File: src/cpu_pkg.sv
`default_nettype none

package cpu_pkg;

  localparam int XLEN       = 64;
  localparam int ILEN       = 32;
  localparam int REG_ADDR_W = 5;

  typedef logic [XLEN-1:0]       xlen_t;
  typedef logic [REG_ADDR_W-1:0] reg_addr_t;

  localparam reg_addr_t ZERO_REG = 5'd31;  // xzr
  localparam xlen_t     PC_STEP  = 64'd4;

  // Opcode field, bits 31:21
  localparam logic [10:0] OP_ADD  = 11'b10001011000;
  localparam logic [10:0] OP_SUB  = 11'b11001011000;
  localparam logic [10:0] OP_AND  = 11'b10001010000;
  localparam logic [10:0] OP_ORR  = 11'b10101010000;
  localparam logic [10:0] OP_LDUR = 11'b11111000010;
  localparam logic [10:0] OP_STUR = 11'b11111000000;

  typedef enum logic [1:0] {
    ALU_ADD = 2'b00,  // Also address generation
    ALU_SUB = 2'b01,
    ALU_AND = 2'b10,
    ALU_ORR = 2'b11
  } alu_op_e;

  typedef struct packed {
    logic [10:0] opcode;
    reg_addr_t   rm;
    logic [5:0]  shamt;
    reg_addr_t   rn;
    reg_addr_t   rd;
  } r_fmt_t;

  typedef struct packed {
    logic [10:0] opcode;
    logic [8:0]  addr;    // Signed byte offset
    logic [1:0]  op2;
    reg_addr_t   rn;
    reg_addr_t   rt;
  } d_fmt_t;

  typedef union packed {
    r_fmt_t r;
    d_fmt_t d;
  } instr_u;

  // All zero is a bubble
  typedef struct packed {
    alu_op_e alu_op;
    logic    alu_src;     // Second operand from immediate
    logic    mem_read;
    logic    mem_write;
    logic    reg_write;
    logic    mem_to_reg;
  } ctrl_t;

  typedef struct packed {
    xlen_t  pc;
    instr_u instr;
  } if_id_t;

  typedef struct packed {
    ctrl_t     ctrl;
    xlen_t     rn_data;
    xlen_t     rm_data;
    xlen_t     imm;
    reg_addr_t rd;
    reg_addr_t rn;
    reg_addr_t rm;        // rm or rt, whichever is read
  } id_ex_t;

  typedef struct packed {
    ctrl_t     ctrl;
    xlen_t     result;
    xlen_t     store_data;
    reg_addr_t rd;
  } ex_mem_t;

  typedef struct packed {
    logic      reg_write;
    logic      mem_to_reg;
    xlen_t     result;
    xlen_t     load_data;
    reg_addr_t rd;
  } mem_wb_t;

endpackage

`default_nettype wire
File: src/memory_stage.sv
`default_nettype none

module memory_stage
  import cpu_pkg::*;
(
  input  logic      CLOCK,
  input  logic      rst_n,
  input  ex_mem_t   ex_mem,
  input  xlen_t     mem_rdata,
  output mem_wb_t   mem_wb,
  output logic      wb_en,
  output reg_addr_t wb_reg,
  output xlen_t     wb_data
);

  always_ff @(posedge CLOCK or negedge rst_n) begin
    if (!rst_n) begin
      mem_wb <= '0;
    end else begin
      mem_wb.reg_write  <= ex_mem.ctrl.reg_write;
      mem_wb.mem_to_reg <= ex_mem.ctrl.mem_to_reg;
      mem_wb.result     <= ex_mem.result;
      mem_wb.load_data  <= mem_rdata;  // Read data is combinational
      mem_wb.rd         <= ex_mem.rd;
    end
  end

  // Writeback select
  assign wb_en   = mem_wb.reg_write;
  assign wb_reg  = mem_wb.rd;
  assign wb_data = mem_wb.mem_to_reg ? mem_wb.load_data : mem_wb.result;

endmodule

`default_nettype wire

File: config.mk
export PLATFORM = sky130hd
export DESIGN_NAME = memory_stage
export DESIGN_NICKNAME = d
export VERILOG_FILES = /design/src/cpu_pkg.sv /design/src/memory_stage.sv
export SDC_FILE = /design/constraint.sdc
export NUM_CORES = 1
export LEC_CHECK = 0
export BUFFER_PORTS_ARGS = -buffer_cell sky130_fd_sc_hd__buf_2
export CAP_MARGIN = 30
export CORE_AREA = 2 2 161 163
export DETAILED_ROUTE_END_ITERATION = 7
export DIE_AREA = 0 0 163 165
export PLACE_DENSITY = 0.56
export SYNTH_ARGS = -nofsm -noshare
export SYNTH_HDL_FRONTEND = slang
export SYNTH_SLANG_ARGS = --single-unit
File: constraint.sdc
create_clock -name CLOCK -period 1.6 [get_ports CLOCK]
set_clock_uncertainty 0.2 [all_clocks]
set_input_delay 0.4 -clock CLOCK [delete_from_list [all_inputs] [get_ports CLOCK]]
set_output_delay 0.4 -clock CLOCK [all_outputs]
set_load 0.005 [all_outputs]
==> summary.md <==
| Metric | Value |
|---|---|
| Area share of the largest cell type after synthesis | `75.1%` |
| Largest net degree at the start of global routing | `38` |
| Layout area overhead | `97.6%` |
| CP Class | `reg -> out` |
| Initial antenna violation count | `0` |
| Antenna Nets Post-Route | `0` |
| Die Wd | `163 µm` |
| Failing checks | `setup timing` |
| Final setup fails | `65` |
| Gate count of the mapped netlist | `212` |
| Worst slew pin tran | `417 ps` |
| Routed vias | `3781` |
| Clock Sinks | `135` |
| Area contributors post-synth | `dfrtp_1, mux2_4, buf_12` |
| Rows | `58` |
| Required @ worst endpoint | `1000 ps` |
| Fmax | `0.444 GHz` |
| Clock transition at the registers of the reported paths | `60 ps` |
| Top delay family on crit path | `flip-flops` |
| CTS tree | `done` |
| Fin util | `35.5%` |
| Crit path capture type | `primary output` |
| HP Class | `in -> async` |
| Setup crit start kind | `flip-flop` |
| CORE AREA | `25000 µm²` |
| H-tree levels | `4` |
| I/O Pins | `411` |
| DRC viols | `0` |
| WL/cell | `14.8 µm` |
| Final WL | `15700 µm` |
| Global-route wire length before repair | `22100 µm` |
| Buf+Inv Stages, Crit Path | `3` |
| Final GP Congestion | `0.731` |
| Syn avg cell area | `21.2 µm²` |
| Post-placement setup slack | `-239 ps` |
| Vias per inst | `3.56` |
| Max FFs per register | `129` |
| Number of global-route vias before repair | `4084` |
| Post-synth top area cell | `dfrtp_1` |
| Worst rel slew slack | `72.2%` |
| RSZ-0062 raised after global routing | `yes` |
| Pwr/cell area | `1030 nW/µm²` |
| WP data arrival | `1650 ps` |
| Max incr delay on CP | `490 ps` |
| Crit Path Max Fanout | `11` |
| Detailed placement HPWL | `11100 µm` |
| Clock root buffer | `clkbuf_16` |
| Bufs on Longest Clock Path | `2` |
| Final worst setup slack | `-651 ps` |
| Initial DRC Count | `112` |
| Leakage | `4.52 nW` |
| Post-Syn Area | `4500 µm²` |
| Drt first pass iters | `4` |
| Antenna Cells | `0` |
| Placed Area | `6700 µm²` |
| Final #Nets | `926` |
| Status | `complete, but fails checks` |
| Period utilisation layout | `141%` |
| Crit-path cells | `buf_12 > clkbuf_16 > mux2_4 > buf_6` |
| Share of cells above drive strength 1 | `63.2%` |
| Die span in y | `165 µm` |
| Yosys reg bits | `135` |
| YS warnings | `0` |
| Hold slack | `294 ps` |
| Max Slew Vio Count | `0` |
| Starting Density | `18.0%` |
| Fill cells | `2457` |
| Maximum VDD drop | `0.000514 V` |
| Global Route Usage Sum | `11.2%` |
| Final instance area | `8890 µm²` |
| Final Hold Fails | `0` |
| Yosys cell types | `6` |
| PortBufs | `341` |
| Max_cap viols | `0` |
| Post-layout minimum cycle time | `2250 ps` |
| Total CTS buffers | `17` |
| Die area | `26900 µm²` |
| Register area share after synthesis | `75.1%` |
| Gr ovfl total | `0` |
| Critical-path top delay cell | `dfrtp_4` |
| Syn nets | `418` |
layout by cell type (no fill, tap or decap), drive strengths merged:
cell	netlist	layout
clkinv	0	5
clkinvlp	0	1
dfrtp	135	135
inv	0	4
buf	13	365
dlygate4sd3	0	136
mux2	64	64
clkbuf	0	19
bufinv	0	4
per-layer routing:
metal,track usage [%],wire length (µm),up-vias
li1,-,-,1727
met1,11.6,5750,1855
met2,20.7,8720,173
met3,3.01,797,26
met4,5.51,407,0
met5,0,0,-
through the flow:
step                cells  power (mW)  TNS [ps]
floorplan             212        4.07         0
finish               1063        9.18    -39900
global placement      894        4.68    -13300
global route         1063        9.61    -44100
CTS                  1062        9.33    -41900
detailed placement    894        4.70    -13500
Yosys cell counts:
| master | instances |
|---|---|
| buf_4 | 6 |
| mux2_4 | 60 |
| mux2_2 | 4 |
| dfrtp_1 | 135 |
| buf_6 | 1 |
| buf_12 | 6 |
final cells by class:
type                            instances  area, µm²  share of cell area (%)
Sequential cell                       135       3380                    38.0
Clock buffer                           18        439                    4.94
Tap cell                              330        413                    4.64
Timing Repair Buffer                  502       3510                    39.5
Clock inverter                         14        195                    2.20
Multi-Input combinational cell         64        950                    10.7
final timing paths:
path                                         end                   from  cells after the start  slack, ps
setup / recovery                     wb_data[17]  mem_wb[133]$_DFF_PN0_                      4       -650
hold / removal             mem_wb[105]$_DFF_PN0_                  rst_n                      2        290
max in group asynchronous  mem_wb[123]$_DFF_PN0_                  rst_n                      3        370
min in group CLOCK         mem_wb[105]$_DFF_PN0_            ex_mem[105]                      2        430
report_power, final:
part | internal [mW] | switching (mW) | leakage [nW]
registers | 3.59 | 0.103 | 1.57
logic | 0.830 | 0.445 | 2.63
clock network | 2.67 | 1.54 | 0.311
total | 7.09 | 2.09 | 4.52
cells by family (layout without fill, tap and decap cells):
logic type	after synthesis	after routing	share of synthesized area [%]
muxes	64	64	21.0
buffers and inverters	13	534	3.92
DFF	135	135	75.1
timing repair:
action / CTS / global route
buffers inserted: 0 / 0
endpoints found under the setup margin: 66 / 74
hold buffers: 136 / 0
cloned: 0 / 1
gates resized for setup: 28 / 4
hold endpoints to repair: 163 / 0
(Power assumes the default switching activity.)
