`src/cpu_pkg.sv`:
```
`default_nettype none

package cpu_pkg;

  localparam int XLEN       = 64;
  localparam int ILEN       = 32;
  localparam int REG_ADDR_W = 5;

  typedef logic [XLEN-1:0]       xlen_t;
  typedef logic [REG_ADDR_W-1:0] reg_addr_t;

  localparam reg_addr_t ZERO_REG = 5'd31;  // xzr
  localparam xlen_t     PC_STEP  = 64'd4;

  // Opcode field, bits 31:21
  localparam logic [10:0] OP_ADD  = 11'b10001011000;
  localparam logic [10:0] OP_SUB  = 11'b11001011000;
  localparam logic [10:0] OP_AND  = 11'b10001010000;
  localparam logic [10:0] OP_ORR  = 11'b10101010000;
  localparam logic [10:0] OP_LDUR = 11'b11111000010;
  localparam logic [10:0] OP_STUR = 11'b11111000000;

  typedef enum logic [1:0] {
    ALU_ADD = 2'b00,  // Also address generation
    ALU_SUB = 2'b01,
    ALU_AND = 2'b10,
    ALU_ORR = 2'b11
  } alu_op_e;

  typedef struct packed {
    logic [10:0] opcode;
    reg_addr_t   rm;
    logic [5:0]  shamt;
    reg_addr_t   rn;
    reg_addr_t   rd;
  } r_fmt_t;

  typedef struct packed {
    logic [10:0] opcode;
    logic [8:0]  addr;    // Signed byte offset
    logic [1:0]  op2;
    reg_addr_t   rn;
    reg_addr_t   rt;
  } d_fmt_t;

  typedef union packed {
    r_fmt_t r;
    d_fmt_t d;
  } instr_u;

  // All zero is a bubble
  typedef struct packed {
    alu_op_e alu_op;
    logic    alu_src;     // Second operand from immediate
    logic    mem_read;
    logic    mem_write;
    logic    reg_write;
    logic    mem_to_reg;
  } ctrl_t;

  typedef struct packed {
    xlen_t  pc;
    instr_u instr;
  } if_id_t;

  typedef struct packed {
    ctrl_t     ctrl;
    xlen_t     rn_data;
    xlen_t     rm_data;
    xlen_t     imm;
    reg_addr_t rd;
    reg_addr_t rn;
    reg_addr_t rm;        // rm or rt, whichever is read
  } id_ex_t;

  typedef struct packed {
    ctrl_t     ctrl;
    xlen_t     result;
    xlen_t     store_data;
    reg_addr_t rd;
  } ex_mem_t;

  typedef struct packed {
    logic      reg_write;
    logic      mem_to_reg;
    xlen_t     result;
    xlen_t     load_data;
    reg_addr_t rd;
  } mem_wb_t;

endpackage

`default_nettype wire
```
`src/execute_stage.sv`:
```
`default_nettype none

module execute_stage
  import cpu_pkg::*;
(
  input  logic    CLOCK,
  input  logic    rst_n,
  input  id_ex_t  id_ex,
  input  mem_wb_t mem_wb,
  input  xlen_t   wb_data,
  output ex_mem_t ex_mem
);

  xlen_t op_a;
  xlen_t fwd_b;
  xlen_t op_b;
  xlen_t result;

  // Nearest producer wins
  function automatic xlen_t forward(input reg_addr_t src, input xlen_t reg_val);
    if (ex_mem.ctrl.reg_write && (ex_mem.rd != ZERO_REG) && (ex_mem.rd == src)) begin
      return ex_mem.result;
    end else if (mem_wb.reg_write && (mem_wb.rd != ZERO_REG) && (mem_wb.rd == src)) begin
      return wb_data;
    end
    return reg_val;
  endfunction

  assign op_a  = forward(id_ex.rn, id_ex.rn_data);
  assign fwd_b = forward(id_ex.rm, id_ex.rm_data);
  assign op_b  = id_ex.ctrl.alu_src ? id_ex.imm : fwd_b;

  always_comb begin
    unique case (id_ex.ctrl.alu_op)
      ALU_ADD: result = op_a + op_b;
      ALU_SUB: result = op_a - op_b;
      ALU_AND: result = op_a & op_b;
      ALU_ORR: result = op_a | op_b;
      default: result = op_a + op_b;
    endcase
  end

  always_ff @(posedge CLOCK or negedge rst_n) begin
    if (!rst_n) begin
      ex_mem <= '0;
    end else begin
      ex_mem.ctrl       <= id_ex.ctrl;
      ex_mem.result     <= result;  // Address for loads and stores
      ex_mem.store_data <= fwd_b;
      ex_mem.rd         <= id_ex.rd;
    end
  end

endmodule

`default_nettype wire

```
`config.mk`:
```
export PLATFORM = sky130hd
export DESIGN_NAME = execute_stage
export DESIGN_NICKNAME = d
export VERILOG_FILES = /design/src/cpu_pkg.sv /design/src/execute_stage.sv
export SDC_FILE = /design/constraint.sdc
export NUM_CORES = 1
export LEC_CHECK = 0
export BUFFER_PORTS_ARGS = -buffer_cell sky130_fd_sc_hd__buf_2
export CAP_MARGIN = 20
export CORE_MARGIN = 8
export CORE_UTILIZATION = 35
export DETAILED_ROUTE_END_ITERATION = 7
export PLACE_DENSITY = 0.58
export SYNTH_ARGS = -nofsm -noshare
export SYNTH_HDL_FRONTEND = slang
export SYNTH_SLANG_ARGS = --single-unit
export TNS_END_PERCENT = 50
```
`constraint.sdc`:
```
create_clock -name CLOCK -period 9.9 [get_ports CLOCK]
set_input_delay 1.485 -clock CLOCK [delete_from_list [all_inputs] [get_ports CLOCK]]
set_output_delay 1.485 -clock CLOCK [all_outputs]
set_load 0.02 [all_outputs]
```
==> out/metrics.yaml <==
status: "finished clean"
portBuffers: 425
p_leak_uw: 0.00784
area_growth_pct: 21.7
vias: 17393
crit_path_max_fanout: 26
crit_required_ns: 10.25
yosys_warnings: 0
coreArea_mm2: 0.0428
cts_resized: 0
pre_cts_slack_ns: 1.01
drive_gt1_share_pct: 22.9
cts_buffers: 17
min_period_over_period_pct: 85.3
crit_type: "in2reg"
met1_usage_pct: 37.3
cp-end-kind: "register"
die_h_um: 223
hold_class: "reg2reg"
slew-limit-headroom_pct: 26.8
firstDrtPassIters: 6
cts_buffer_depth: 2
synthMostInstantiatedCell: "nand2_1"
vias_per_cell: 6.05
start_kind: "input port"
min_period_ns: 8.45
hold_viol: 0
largest_registers: "ex_mem: 140 flops"
busiest_layer: "met2"
cts_sinks: 140
synth_area_mm2: 0.0150
avgRoutedWirePerCell_um: 25.2
synth-main-ff-cell: "dfrtp_1"
htree_levels: 4
ys_seq_area_share_pct: 23.3
synth_cell_types: 78
grt_max_degree: 79
p_switching_uw: 1200
nets: 2797
fillers: 4403
grt_pass1_vias: 17385
top_register: "ex_mem"
use_met3_pct: 6.33
worst_slack_ns: 1.45
maxCapViolCount: 0
fp-row-count: 76
synth_cells: 1972
clockPowerShare_pct: 27.1
seq_power_share_pct: 26.9
yosys.area.top_type: "dfrtp_1"
largest_reg_flops: 140
drt_iter0_drc: 1543
chipWidth_um: 223
netlist.area_leader.share_pct: 23.3
ys_top_cells_by_area: "dfrtp_1, nand2_1, xnor2_1"
die-area_mm2: 0.0499
synthTopCellsByCount: "nand2_1, o21ai_0, dfrtp_1, nor2_1, a21oi_1"
rsz0062_at_grt: "no"
intPower_uw: 1590
clock-root-buffer: "clkbuf_16"
clkSlewWorstSetupHoldPaths_ns: 0.07
clock.fmax_mhz: 118
async_reset_ff_share_pct: 100
met2_usage_pct: 44.7
swShare_pct: 43.0
dpl.hpwl_um: 56300
cp.arrival_ns: 8.80
setup_tns_ns: 0
tightestPinTransition_ns: 1.09
avgSynthCellArea_um2: 7.63
track_usage_pct: 28.1
synth_edf_count: 0
combPwrFrac_pct: 46.0
clk_latency_ns: 0.50
pwr_density_cell_mw_per_mm2: 152
ys_ff_latch: 140
synth_fp_nets: 2454
fin_worst_skew_ns: 0.0182
grt_pass1_wl_um: 109000
io_pins: 555
cts_hold_buf: 0
gr-total-overflow: 0
drtAntennaViolNets: 0
initial_core_util_pct: 35.2
cts_tree: "built"
finalMaxSlewViolations: 0
routed_wirelength_um: 72300
ir_drop_mv: 0.114
antenna_found_initial: 2
drc: 0
setup_violations: 0
cts_setup_buffers: 0
place_congestion: 0.942
## routing by layer
layer | routed length (um) | vias up
li1 | - | 8010
met1 | 32000 | 8369
met2 | 32600 | 903
met3 | 6140 | 111
met4 | 1630 | 0
met5 | 0 | -
## layout by cell type, fill, tap and decap left out, drive strengths merged, types with 25 or more instances in the layout
master	count
xnor2	99
mux2i	83
a21o	54
nand2	286
nor2	136
maj3	55
o21ai	159
nor4	59
nand3	25
o31ai	60
dfrtp	140
a31oi	73
xor2	38
a21oi	101
ha	66
nand4	62
inv	55
buf	467
## critical path: stages
cell and delay [ns]:
buf_2 0.13, and3_1 0.20, and3_2 0.46, o31ai_1 0.38, a311oi_1 0.17, a21oi_1 0.30, ha_1 0.28, nand2_1 0.07
or4b_4 0.57, or3_1 0.53, nor4b_2 0.58, nand2_1 0.09, nand2_1 0.10, xor2_1 0.15, ha_1 0.35, a21oi_1 0.17
nor2_1 0.06, a2111oi_0 0.73, nand3b_1 0.14, nor3_1 0.22, buf_4 0.17, o311ai_0 0.29, buf_4 0.26, a41oi_1 0.28
o21bai_1 0.12, a21oi_1 0.19, xor2_1 0.19, o21ai_0 0.09
## logic make-up after synthesis
kind of cell	count (synthesis)	share of synthesized area, %
flip-flops	140	23.3
adder cells (fa/ha/maj)	122	9.28
AND/OR/NAND/NOR	696	22.5
XOR/XNOR	137	7.98
multiplexers	92	6.20
buffers and inverters	198	5.33
AO/OA/AOI/OAI	587	25.4
## power by group through the flow
stage          Sequential [uW]  Combinational (uW)  Clock [uW]
5_1_grt                    757                1390         790
3_5_place_dp               756                1260           0
6_report                   749                1280         755
4_1_cts                    747                1270         774
2_1_floorplan              840                 716           0
3_3_place_gp               757                1260           0
## path summary, 6_finish.rpt
check	from	to	slack, ns	depth (start not counted)
hold reg to reg	ex_mem[100]$_DFF_PN0_	ex_mem[36]$_DFF_PN0_	0.61	2
max in group asynchronous	rst_n	ex_mem[88]$_DFF_PN0_	7.26	2
setup reg to reg	ex_mem[0]$_DFF_PN0_	ex_mem[126]$_DFF_PN0_	2.16	28
hold / removal	ex_mem[100]$_DFF_PN0_	ex_mem[36]$_DFF_PN0_	0.61	2
setup / recovery	mem_wb[2]	ex_mem[126]$_DFF_PN0_	1.45	28
min in group asynchronous	rst_n	ex_mem[13]$_DFF_PN0_	1.05	1
## per-stage QoR
stage                     total power [uW]  util (%)  hold WS (ns)  std cells  instance area (um2)
after floorplan                       1560         -         0.658       1972                15000
after global placement                2010      41.3         0.583       2842                17700
after detailed placement              2020      41.3         0.597       2842                17700
after CTS                             2790      42.8         0.609       2874                18300
after global routing                  2940      42.8         0.631       2874                18300
final                                 2790      42.8         0.611       2875                18300
## final cells by class
cell class / count / area, um2 / share of cell area [%]
Antenna cell: 1 / 2.50 / 0.0137
Clock buffer: 21 / 460 / 2.52
Clock inverter: 11 / 190 / 1.04
Inverter: 55 / 206 / 1.13
Multi-Input combinational cell: 1634 / 10800 / 59.0
Sequential cell: 140 / 3500 / 19.1
Tap cell: 546 / 683 / 3.73
Timing Repair Buffer: 467 / 2450 / 13.4
Power figures use the tool's default switching activity.
