`src/cpu_pkg.sv`:
```
`default_nettype none

package cpu_pkg;

  localparam int XLEN       = 64;
  localparam int ILEN       = 32;
  localparam int REG_ADDR_W = 5;

  typedef logic [XLEN-1:0]       xlen_t;
  typedef logic [REG_ADDR_W-1:0] reg_addr_t;

  localparam reg_addr_t ZERO_REG = 5'd31;  // xzr
  localparam xlen_t     PC_STEP  = 64'd4;

  // Opcode field, bits 31:21
  localparam logic [10:0] OP_ADD  = 11'b10001011000;
  localparam logic [10:0] OP_SUB  = 11'b11001011000;
  localparam logic [10:0] OP_AND  = 11'b10001010000;
  localparam logic [10:0] OP_ORR  = 11'b10101010000;
  localparam logic [10:0] OP_LDUR = 11'b11111000010;
  localparam logic [10:0] OP_STUR = 11'b11111000000;

  typedef enum logic [1:0] {
    ALU_ADD = 2'b00,  // Also address generation
    ALU_SUB = 2'b01,
    ALU_AND = 2'b10,
    ALU_ORR = 2'b11
  } alu_op_e;

  typedef struct packed {
    logic [10:0] opcode;
    reg_addr_t   rm;
    logic [5:0]  shamt;
    reg_addr_t   rn;
    reg_addr_t   rd;
  } r_fmt_t;

  typedef struct packed {
    logic [10:0] opcode;
    logic [8:0]  addr;    // Signed byte offset
    logic [1:0]  op2;
    reg_addr_t   rn;
    reg_addr_t   rt;
  } d_fmt_t;

  typedef union packed {
    r_fmt_t r;
    d_fmt_t d;
  } instr_u;

  // All zero is a bubble
  typedef struct packed {
    alu_op_e alu_op;
    logic    alu_src;     // Second operand from immediate
    logic    mem_read;
    logic    mem_write;
    logic    reg_write;
    logic    mem_to_reg;
  } ctrl_t;

  typedef struct packed {
    xlen_t  pc;
    instr_u instr;
  } if_id_t;

  typedef struct packed {
    ctrl_t     ctrl;
    xlen_t     rn_data;
    xlen_t     rm_data;
    xlen_t     imm;
    reg_addr_t rd;
    reg_addr_t rn;
    reg_addr_t rm;        // rm or rt, whichever is read
  } id_ex_t;

  typedef struct packed {
    ctrl_t     ctrl;
    xlen_t     result;
    xlen_t     store_data;
    reg_addr_t rd;
  } ex_mem_t;

  typedef struct packed {
    logic      reg_write;
    logic      mem_to_reg;
    xlen_t     result;
    xlen_t     load_data;
    reg_addr_t rd;
  } mem_wb_t;

endpackage

`default_nettype wire
```
`src/fetch_stage.sv`:
```
`default_nettype none

module fetch_stage
  import cpu_pkg::*;
(
  input  logic   CLOCK,
  input  logic   rst_n,
  input  logic   stall,
  input  instr_u instr,
  output xlen_t  pc,
  output if_id_t if_id
);

  // Sequential fetch only, no redirect
  always_ff @(posedge CLOCK or negedge rst_n) begin
    if (!rst_n) begin
      pc <= '0;
    end else if (!stall) begin
      pc <= pc + PC_STEP;
    end
  end

  // Zero word after reset decodes as a bubble
  always_ff @(posedge CLOCK or negedge rst_n) begin
    if (!rst_n) begin
      if_id <= '0;
    end else if (!stall) begin
      if_id.pc    <= pc;
      if_id.instr <= instr;
    end
  end

endmodule

`default_nettype wire

```
`config.mk`:
```
export PLATFORM = sky130hd
export DESIGN_NAME = fetch_stage
export DESIGN_NICKNAME = d
export VERILOG_FILES = /design/src/cpu_pkg.sv /design/src/fetch_stage.sv
export SDC_FILE = /design/constraint.sdc
export NUM_CORES = 1
export LEC_CHECK = 0
export BUFFER_PORTS_ARGS = -buffer_cell sky130_fd_sc_hd__buf_2
export CORE_MARGIN = 4
export CORE_UTILIZATION = 45
export DETAILED_ROUTE_END_ITERATION = 10
export PLACE_DENSITY_LB_ADDON = 0.08
export SLEW_MARGIN = 10
export SYNTH_ARGS = -nofsm -noshare
export SYNTH_HDL_FRONTEND = slang
export SYNTH_SLANG_ARGS = --single-unit
```
`constraint.sdc`:
```
create_clock -name CLOCK -period 2.1 [get_ports CLOCK]
set_input_delay 0.105 -clock CLOCK [delete_from_list [all_inputs] [get_ports CLOCK]]
set_output_delay 0.105 -clock CLOCK [all_outputs]
set_load 0.005 [all_outputs]
```
==> out/results.tsv, run 1 <==
stage	metric	value	unit
floorplan	start_util	45.92	%
global_route	grt_usage	18.86	%
cts	post_cts_resized	0	
global_route	grt.overflow.total	0	
timing	setup_violations	0	
timing	final_hold_viol_count	0	
cts	cts_sinks	156	
layout	fin_util	61.97	%
timing	period_share	90.09	%
timing	tightest_slew	547.2	ps
layout	final_layout_size_suffix_gt1_share	49.79	%
cts	root_buffer	clkbuf_16	
timing	slew_headroom	63.52	%
timing	drv_slew	0	
drt	drt_iter0_drc	160	
pwr	p_int	5.749	mW
global_route	grt_pass1_vias	4700	
pwr	worst_ir_drop_vdd	0.0005301	V
cts	cts_inserted_buffers	17	
drt	drcViolationCount	0	
layout	final_cell_mix	buf_2, dfrtp_1, mux2_2	
timing	rsz0062_at_grt	no	
pwr	power_frac_comb	10.2	%
layout	multiInputGateArea	0.002382	mm2
global_route	grt_max_degree	100	
floorplan	io_pins	195	
logic_synthesis	synthCells	452	
layout	area_growth	34.96	%
logic_synthesis	syn_avg_cell_area	14.10	um2
timing	fin_skew	8.274	ps
logic_synthesis	ys_seq_elements	156	
layout	diodes	0	
timing	post-route-min-period	1892	ps
logic_synthesis	synth_top_area_share	61.25	%
logic_synthesis	yosys-top-cells-area	dfrtp_1, mux2_2, xnor2_1	
critical_path	critPathArrivalTime	2180	ps
critical_path	crit_type	reg2reg	
run	drv_cap	0	
cts	htreeDepth	4	
drt	drt-vias-per-instance	4.993	
cts	clockBufferDepth	2	
layout	regArea	0.003904	mm2
pwr	power.density	856.2	mW/mm2
pwr	p_sw	1.616	mW
drt	wl	14.58	mm
worst_hold_path	hold_path.class	in2async	
cts	clk_latency	410	ps
placement	dp_hpwl	10.13	mm
layout	layout_commonest_cell	buf_2	
logic_synthesis	netlist_area	0.006374	mm2
global_route	antenna_found_initial	0	
critical_path	crit_required	2390	ps
pwr	seqPwrFrac	45.0	%
timing	fmax	528.6	MHz
drt	ant_nets	0	
placement	portBuffers	190	
global_route	grt_pass1_wl	24.29	mm
layout	n_fill_cell	1117	
logic_synthesis	yosysWarnings	0	
floorplan	rows	43	
run_status	status	finished clean	
placement	gp_congestion	0.7838	
timing	tns	0	ps
floorplan	core	0.01388	mm2
cts	cts_tree	yes	
floorplan	die_w	127.0	um
pwr	p_leak	4.478	nW
critical_path	crit_path_end_kind	flip-flop	
drt	first_pass_iters	4	
critical_path	cp_max_fo	17	
pwr	p_sw_share	21.95	%
layout	nets	730	
floorplan	die_height	127.0	um
logic_synthesis	netlist.top_cell.by_area	dfrtp_1	
logic_synthesis	seq_area_frac_synth	61.25	%
critical_path	start_kind	flip-flop	
drt	wl_per_cell	16.44	um
logic_synthesis	ys_types	37	
cts	path_clk_slew	60	ps
pwr	power_frac_clock	44.8	%
drt	via_count	4429	
floorplan	dieArea	0.01613	mm2
## power by group through the flow
stage          combinational, mW  clock, mW  sequential (mW)
6_report                   0.749       3.30             3.31
5_1_grt                    0.839       3.52             3.35
4_1_cts                    0.769       3.39             3.32
3_5_place_dp               0.720          0             3.37
3_3_place_gp               0.712          0             3.36
2_1_floorplan              0.293          0             3.39
## per-layer routing
layer	global-route usage [%]	vias up	routed length (um)
li1	-	2078	-
met1	25.56	2190	6537
met2	30.11	140	6959
met3	4.473	21	831
met4	6.435	0	252
met5	0	-	0
## through the flow
step	hold WS, ps	setup slack (ps)	std cells	cell area [um2]	power, mW
floorplan	-190.6	335.2	455	6385	3.685
global placement	91.63	275.2	822	7617	4.070
detailed placement	104.1	214.8	822	7617	4.090
CTS	240.3	192.9	887	8602	7.471
global route	265.7	11.36	887	8602	7.708
finish	214.0	208.2	887	8602	7.365
## cells by family (layout without fill, tap and decap cells)
family          after synthesis  in the layout  share of synthesized area (%)
buf+inv                      18            270                          1.551
compound gates                2              2                         0.1963
flops                       156            156                          61.25
xor+xnor                     61             61                          8.382
mux                          93             93                          16.43
other cells                   1              4                        0.05884
simple gates                120            120                          11.94
fa+ha+maj                     1              1                         0.1963
## what timing repair did
action | 4_1_cts | 5_1_grt
hold endpoints to repair | 85 | 0
setup buffers | 0 | 0
hold buffers | 33 | 0
## critical path, stage by stage, from the launching register on
cell     delay (ps)
dfrtp_1         460
and3_2          250
nand2_1         150
nor4_4          300
buf_4           310
nand4_1         150
xnor2_1         150
## synth_stat cells, drive strengths merged
cell type	number
a21o	1
and2	6
and3	13
and4	9
and4b	1
buf	8
clkbuf	9
conb	1
dfrtp	156
ha	1
inv	1
mux2	93
nand2	22
nand2b	1
nand3	26
nand4	20
nor2	9
nor2b	1
nor3	6
nor4	5
o21ai	1
or2	1
xnor2	50
xor2	11
## final cells by class
| type | instances | share of cell area [%] |
|---|---|---|
| inverters | 1 | 0.04364 |
| repair buffers | 237 | 16.65 |
| well taps | 180 | 2.618 |
| flip-flops and latches | 156 | 45.38 |
| clock buffers | 23 | 5.789 |
| clock inverters | 9 | 1.818 |
| multi-input cells | 281 | 27.69 |
## sequential cells by signal (all words and copies together), names as in the netlist
name,cells
if_id,94
pc,62
## worst paths after layout
| kind | slack [ps] | cells past startpoint | startpoint | end |
|---|---|---|---|---|
| min in group CLOCK | 260 | 4 | stall | pc[8] |
| setup / recovery | 210 | 6 | pc[22] | pc[55] |
| max in group asynchronous | 1190 | 3 | rst_n | if_id[87] |
| hold / removal | 210 | 2 | rst_n | if_id[13] |
| hold reg to reg | 480 | 1 | if_id[36] | if_id[36] |
| setup reg to reg | 210 | 6 | pc[22] | pc[55] |
(Power assumes the default switching activity.)
==> inputs of run 2 (changes only) <==
Settings changed: CELL_PAD_IN_SITES_DETAIL_PLACEMENT set to 0, CELL_PAD_IN_SITES_GLOBAL_PLACEMENT set to 1, CORE_UTILIZATION 45 to 41.
==> run 2 against run 1 <==
Total power fell by 1.8%. Die area rose by 9.1%. Utilization fell by 5.6 points. Via count rose by 0.27%. Hold slack improved by 34 ps. Cell count rose by 0.90%. Sequential power barely moved. Clock skew barely moved. Cell area fell by 0.36%. Critical path type unchanged. Critical endpoint is now pc[57].
==> out/results.tsv, run 2 (synthesized netlist as in run 1, its figures left out) <==
stage	metric	value	unit
critical_path	crit_required	2400	ps
floorplan	start_util	41.93	%
cts	cts_inserted_buffers	17	
critical_path	crit_path_end_kind	flip-flop	
critical_path	start_kind	flip-flop	
run	drv_cap	0	
pwr	power.density	843.5	mW/mm2
layout	final_cell_mix	buf_2, dfrtp_1, mux2_2	
pwr	worst_ir_drop_vdd	0.0005900	V
cts	clk_latency	420	ps
critical_path	path_cells	and4_2, and4_2, and3_1, nand4_1, xnor2_1	
placement	gp_congestion	0.7469	
critical_path	cpMostUsedCell	and4_2	
worst_hold_path	hold_path.class	in2async	
timing	drv_slew	0	
drt	drt-vias-per-instance	4.962	
timing	final_hold_viol_count	0	
cts	root_buffer	clkbuf_16	
critical_path	reg2reg_depth	5	
layout	largest_register_ffs	94	
floorplan	io_pins	195	
global_route	grt_usage	17.72	%
global_route	grt_pass1_vias	4619	
layout	area_growth	34.47	%
floorplan	die_height	132.7	um
global_route	grt_pass1_wl	24.88	mm
drt	wl_per_cell	16.73	um
global_route	grt_max_degree	63	
cts	htreeDepth	4	
critical_path	cpPeakStageDelay	450	ps
drt	ant_nets	0	
global_route	grt.overflow.total	0	
timing	slew_headroom	52.41	%
drt	drt_iter0_drc	183	
layout	final_layout_size_suffix_gt1_share	49.65	%
floorplan	die_w	132.7	um
placement	dp_hpwl	10.33	mm
cts	clockBufferDepth	2	
run_status	status	finished clean	
layout	regMostFlops	if_id	
timing	period_share	89.70	%
critical_path	r2r_setup_slack	220	ps
cts	cts_setup_buffers	0	
layout	diodes	0	
timing	fmax	530.8	MHz
layout	largestRegisters	if_id x94, pc x62	
cts	cts_tree	yes	
floorplan	rows	45	
timing	fin_skew	8.699	ps
layout	layout_commonest_cell	buf_2	
pwr	p_leak	4.450	nW
floorplan	dieArea	0.01760	mm2
timing	tns	0	ps
floorplan	core	0.01520	mm2
pwr	finalPower	7.230	mW
cts	path_clk_slew	60	ps
drt	via_count	4441	
timing	post-route-min-period	1884	ps
drt	drcViolationCount	0	
placement	portBuffers	190	
global_route	antenna_found_initial	0	
critical_path	r2r-end	pc[57]	
critical_path	critPathArrivalTime	2180	ps
timing	setup_violations	0	
cts	cts_sinks	156	
critical_path	cp_max_fo	7	
timing	tightest_slew	713.9	ps
drt	first_pass_iters	4	
critical_path	reg2reg_from	pc[27]	
critical_path	critPathSlowestCell	dfrtp_1	
layout	nets	731	
critical_path	crit_type	reg2reg	
timing	rsz0062_at_grt	no	
drt	wl	14.97	mm
[run 2: power breakdown]
part / internal, mW / total (mW) / leakage, nW / switching, mW
clock: 1.97 / 3.16 / 0.281 / 1.19
sequential: 3.19 / 3.32 / 2.08 / 0.131
combinational: 0.396 / 0.742 / 2.09 / 0.346
[run 2: worst max-delay path, delay by kind of cell (launching register included)]
| kind | cells | cell delay [ps] |
|---|---|---|
| xor+xnor | 1 | 160 |
| flops | 1 | 450 |
| simple gates | 4 | 1150 |
[run 2: layout make-up]
cell class              count  area, um2
repair buffers            238       1440
well taps                 188      235.2
clock buffers              19      432.9
inverters                   1      3.754
flip-flops and latches    156       3904
multi-input cells         281       2382
clock inverters            12      172.7
fillers                  1289       6631
[run 2: worst max-delay path by stage]
stage	startpoint	endpoint	slack [ps]	cells after the start
after floorplan	pc[22]	pc[39]	340	6
after global placement	pc[16]	pc[50]	300	6
after detailed placement	pc[27]	pc[57]	230	5
after CTS	pc[27]	pc[57]	210	5
after global routing	pc[33]	pc[59]	80	5
final	pc[27]	pc[57]	220	5
[run 2: per-stage QoR]
stage	worst slack (ps)	instance area, um2	utilization (%)	hold WS [ps]	instances
finish	216.2	8571	56.38	248.3	895
global route	81.77	8571	56.38	282.4	895
CTS	210.8	8571	56.38	233.9	895
detailed placement	225.9	7635	50.22	148.3	831
global placement	295.1	7635	50.22	136.6	831
floorplan	335.2	6385	-	-190.6	455
[run 2: repair_timing]
item,CTS,global route
setup endpoints to repair,0,0
hold buffers,33,0
resized for setup,0,0
hold endpoints to repair,91,0
[run 2: per-layer routing]
metal / GRT usage, % / share of wire (%)
met5: 0 / 0
met4: 5.543 / 1.1
met2: 27.62 / 46
met1: 24.40 / 47
met3: 4.677 / 5.3
==> inputs of run 3 (changes only) <==
--- a/config.mk
+++ b/config.mk
@@ -13,4 +13,5 @@
 export DETAILED_ROUTE_END_ITERATION = 10
 export PLACE_DENSITY_LB_ADDON = 0.08
+export REMOVE_ABC_BUFFERS = 1
 export SLEW_MARGIN = 10
 export SYNTH_ARGS = -nofsm -noshare
==> constraint.sdc (replaced) <==
create_clock -name CLOCK -period 2.1 [get_ports CLOCK]
set_input_delay 0.21 -clock CLOCK [delete_from_list [all_inputs] [get_ports CLOCK]]
set_output_delay 0.21 -clock CLOCK [all_outputs]
set_load 0.005 [all_outputs]
==> run 3 against run 2 <==
Utilization fell by 1.9 points. Non-clock buffer count shrank 32. Via count down 3.4%.
==> out/results.tsv, run 3 (synthesized netlist as in run 1, its figures left out) <==
stage	metric	value	unit
run_status	status	finished clean	
timing	fmax	547.1	MHz
global_route	grt_usage	16.77	%
global_route	grt_max_degree	100	
timing	setup_slack	272.2	ps
worst_hold_path	min_path_cells	2	
global_route	grtUsageMet1	23.18	%
timing	drv_slew	0	
critical_path	start_kind	flip-flop	
cts	cts_inserted_buffers	17	
critical_path	crit_required	2400	ps
layout	final_cell_mix	buf_2, dfrtp_1, mux2_2	
cts	cts_setup_buffers	0	
timing	period_share	87.04	%
layout	fin_util	54.44	%
global_route	use_met2	25.78	%
floorplan	die_w	132.7	um
placement	portBuffers	190	
layout	final_layout_size_suffix_gt1_share	52.22	%
pwr	seqPwrFrac	46.1	%
global_route	grt.overflow.total	0	
pwr	p_sw	1.605	mW
floorplan	start_util	41.93	%
critical_path	crit_path_end_kind	flip-flop	
timing	post-route-min-period	1828	ps
layout	nets	699	
global_route	grt.busiest_layer	met2	
cts	cts_tree	yes	
layout	layout_commonest_cell	buf_2	
critical_path	reg2reg_depth	6	
worst_hold_path	hold_path.class	in2reg	
floorplan	dieArea	0.01760	mm2
pwr	power.density	868.9	mW/mm2
cts	cts_sinks	156	
layout	design_area	0.008275	mm2
layout	area_growth	29.84	%
cts	clk_latency	420	ps
cts	clockBufferDepth	2	
critical_path	critPathArrivalTime	2130	ps
layout	largestRegisters	if_id x94, pc x62	
placement	place_area	0.007635	mm2
drt	ant_nets	0	
global_route	grt_pass1_vias	4410	
pwr	finalPower	7.190	mW
timing	fin_skew	7.120	ps
floorplan	io_pins	195	
timing	holdWs	25.63	ps
drt	wl_per_cell	16.54	um
critical_path	cp_max_fo	17	
global_route	grt_pass1_wl	23.74	mm
timing	final_hold_viol_count	0	
timing	tns	0	ps
cts	htreeDepth	4	
placement	dp_cells	831	
pwr	power_frac_clock	44.6	%
pwr	p_int	5.585	mW
layout	diodes	0	
drt	drt-vias-per-instance	4.963	
pwr	worst_ir_drop_vdd	0.0005279	V
pwr	power_frac_comb	9.4	%
drt	drcViolationCount	0	
floorplan	die_height	132.7	um
pwr	p_sw_share	22.32	%
timing	rsz0062_at_grt	no	
drt	via_count	4288	
timing	setup_violations	0	
timing	tightest_slew	541.3	ps
drt	first_pass_iters	4	
layout	regMostFlops	if_id	
placement	gp_congestion	0.7690	
global_route	use_met3	4.753	%
global_route	antenna_found_initial	1	
pwr	p_leak	4.342	nW
floorplan	core	0.01520	mm2
cts	path_clk_slew	60	ps
cts	root_buffer	clkbuf_16	
placement	dp_hpwl	10.20	mm
cts	hold_buffers	1	
cts	post_cts_resized	0	
critical_path	crit_type	reg2reg	
run	drv_cap	0	
drt	drt_iter0_drc	147	
drt	wl	14.29	mm
layout	finalNonFillerCells	864	
layout	largest_register_ffs	94	
timing	slew_headroom	63.91	%
placement	pre_cts_ws	283.8	ps
floorplan	rows	45	
[run 3: path summary, 6_finish.rpt]
check / start / to / slack, ps
worst max-delay path: pc[9] / pc[53] / 270
worst max register to register: pc[9] / pc[53] / 270
worst min register to register: if_id[36] / if_id[36] / 470
worst min-delay path: instr[7] / if_id[7] / 30
min in group asynchronous: rst_n / if_id[91] / 340
max in group asynchronous: rst_n / if_id[6] / 1040
[run 3: layout make-up]
| type | instances | area, um2 |
|---|---|---|
| flip-flops and latches | 156 | 3904 |
| fillers | 1336 | 6927 |
| clock buffers | 23 | 498.0 |
| inverters | 1 | 3.754 |
| multi-input cells | 281 | 2382 |
| clock inverters | 9 | 132.6 |
| well taps | 188 | 235.2 |
| repair buffers | 206 | 1120 |
[run 3: power by group through the flow]
stage / Sequential (mW) / Combinational, mW / Clock (mW)
floorplan: 3.39 / 0.256 / 0
global placement: 3.36 / 0.691 / 0
detailed placement: 3.37 / 0.696 / 0
CTS: 3.31 / 0.701 / 3.30
global route: 3.34 / 0.756 / 3.42
finish: 3.31 / 0.675 / 3.20
[run 3: critical path, cell delays in order (launching register included)]
cell     delay [ps]
dfrtp_1         440
and4_2          280
nand2_2         150
nor4_4          340
buf_12          200
nand4_1         130
xnor2_1         140
[run 3: metal layers]
layer,wire length [um],part of all wire [%]
met1,6633,46
met4,150,1.0
met5,0,0
met2,6711,47
met3,793,5.5
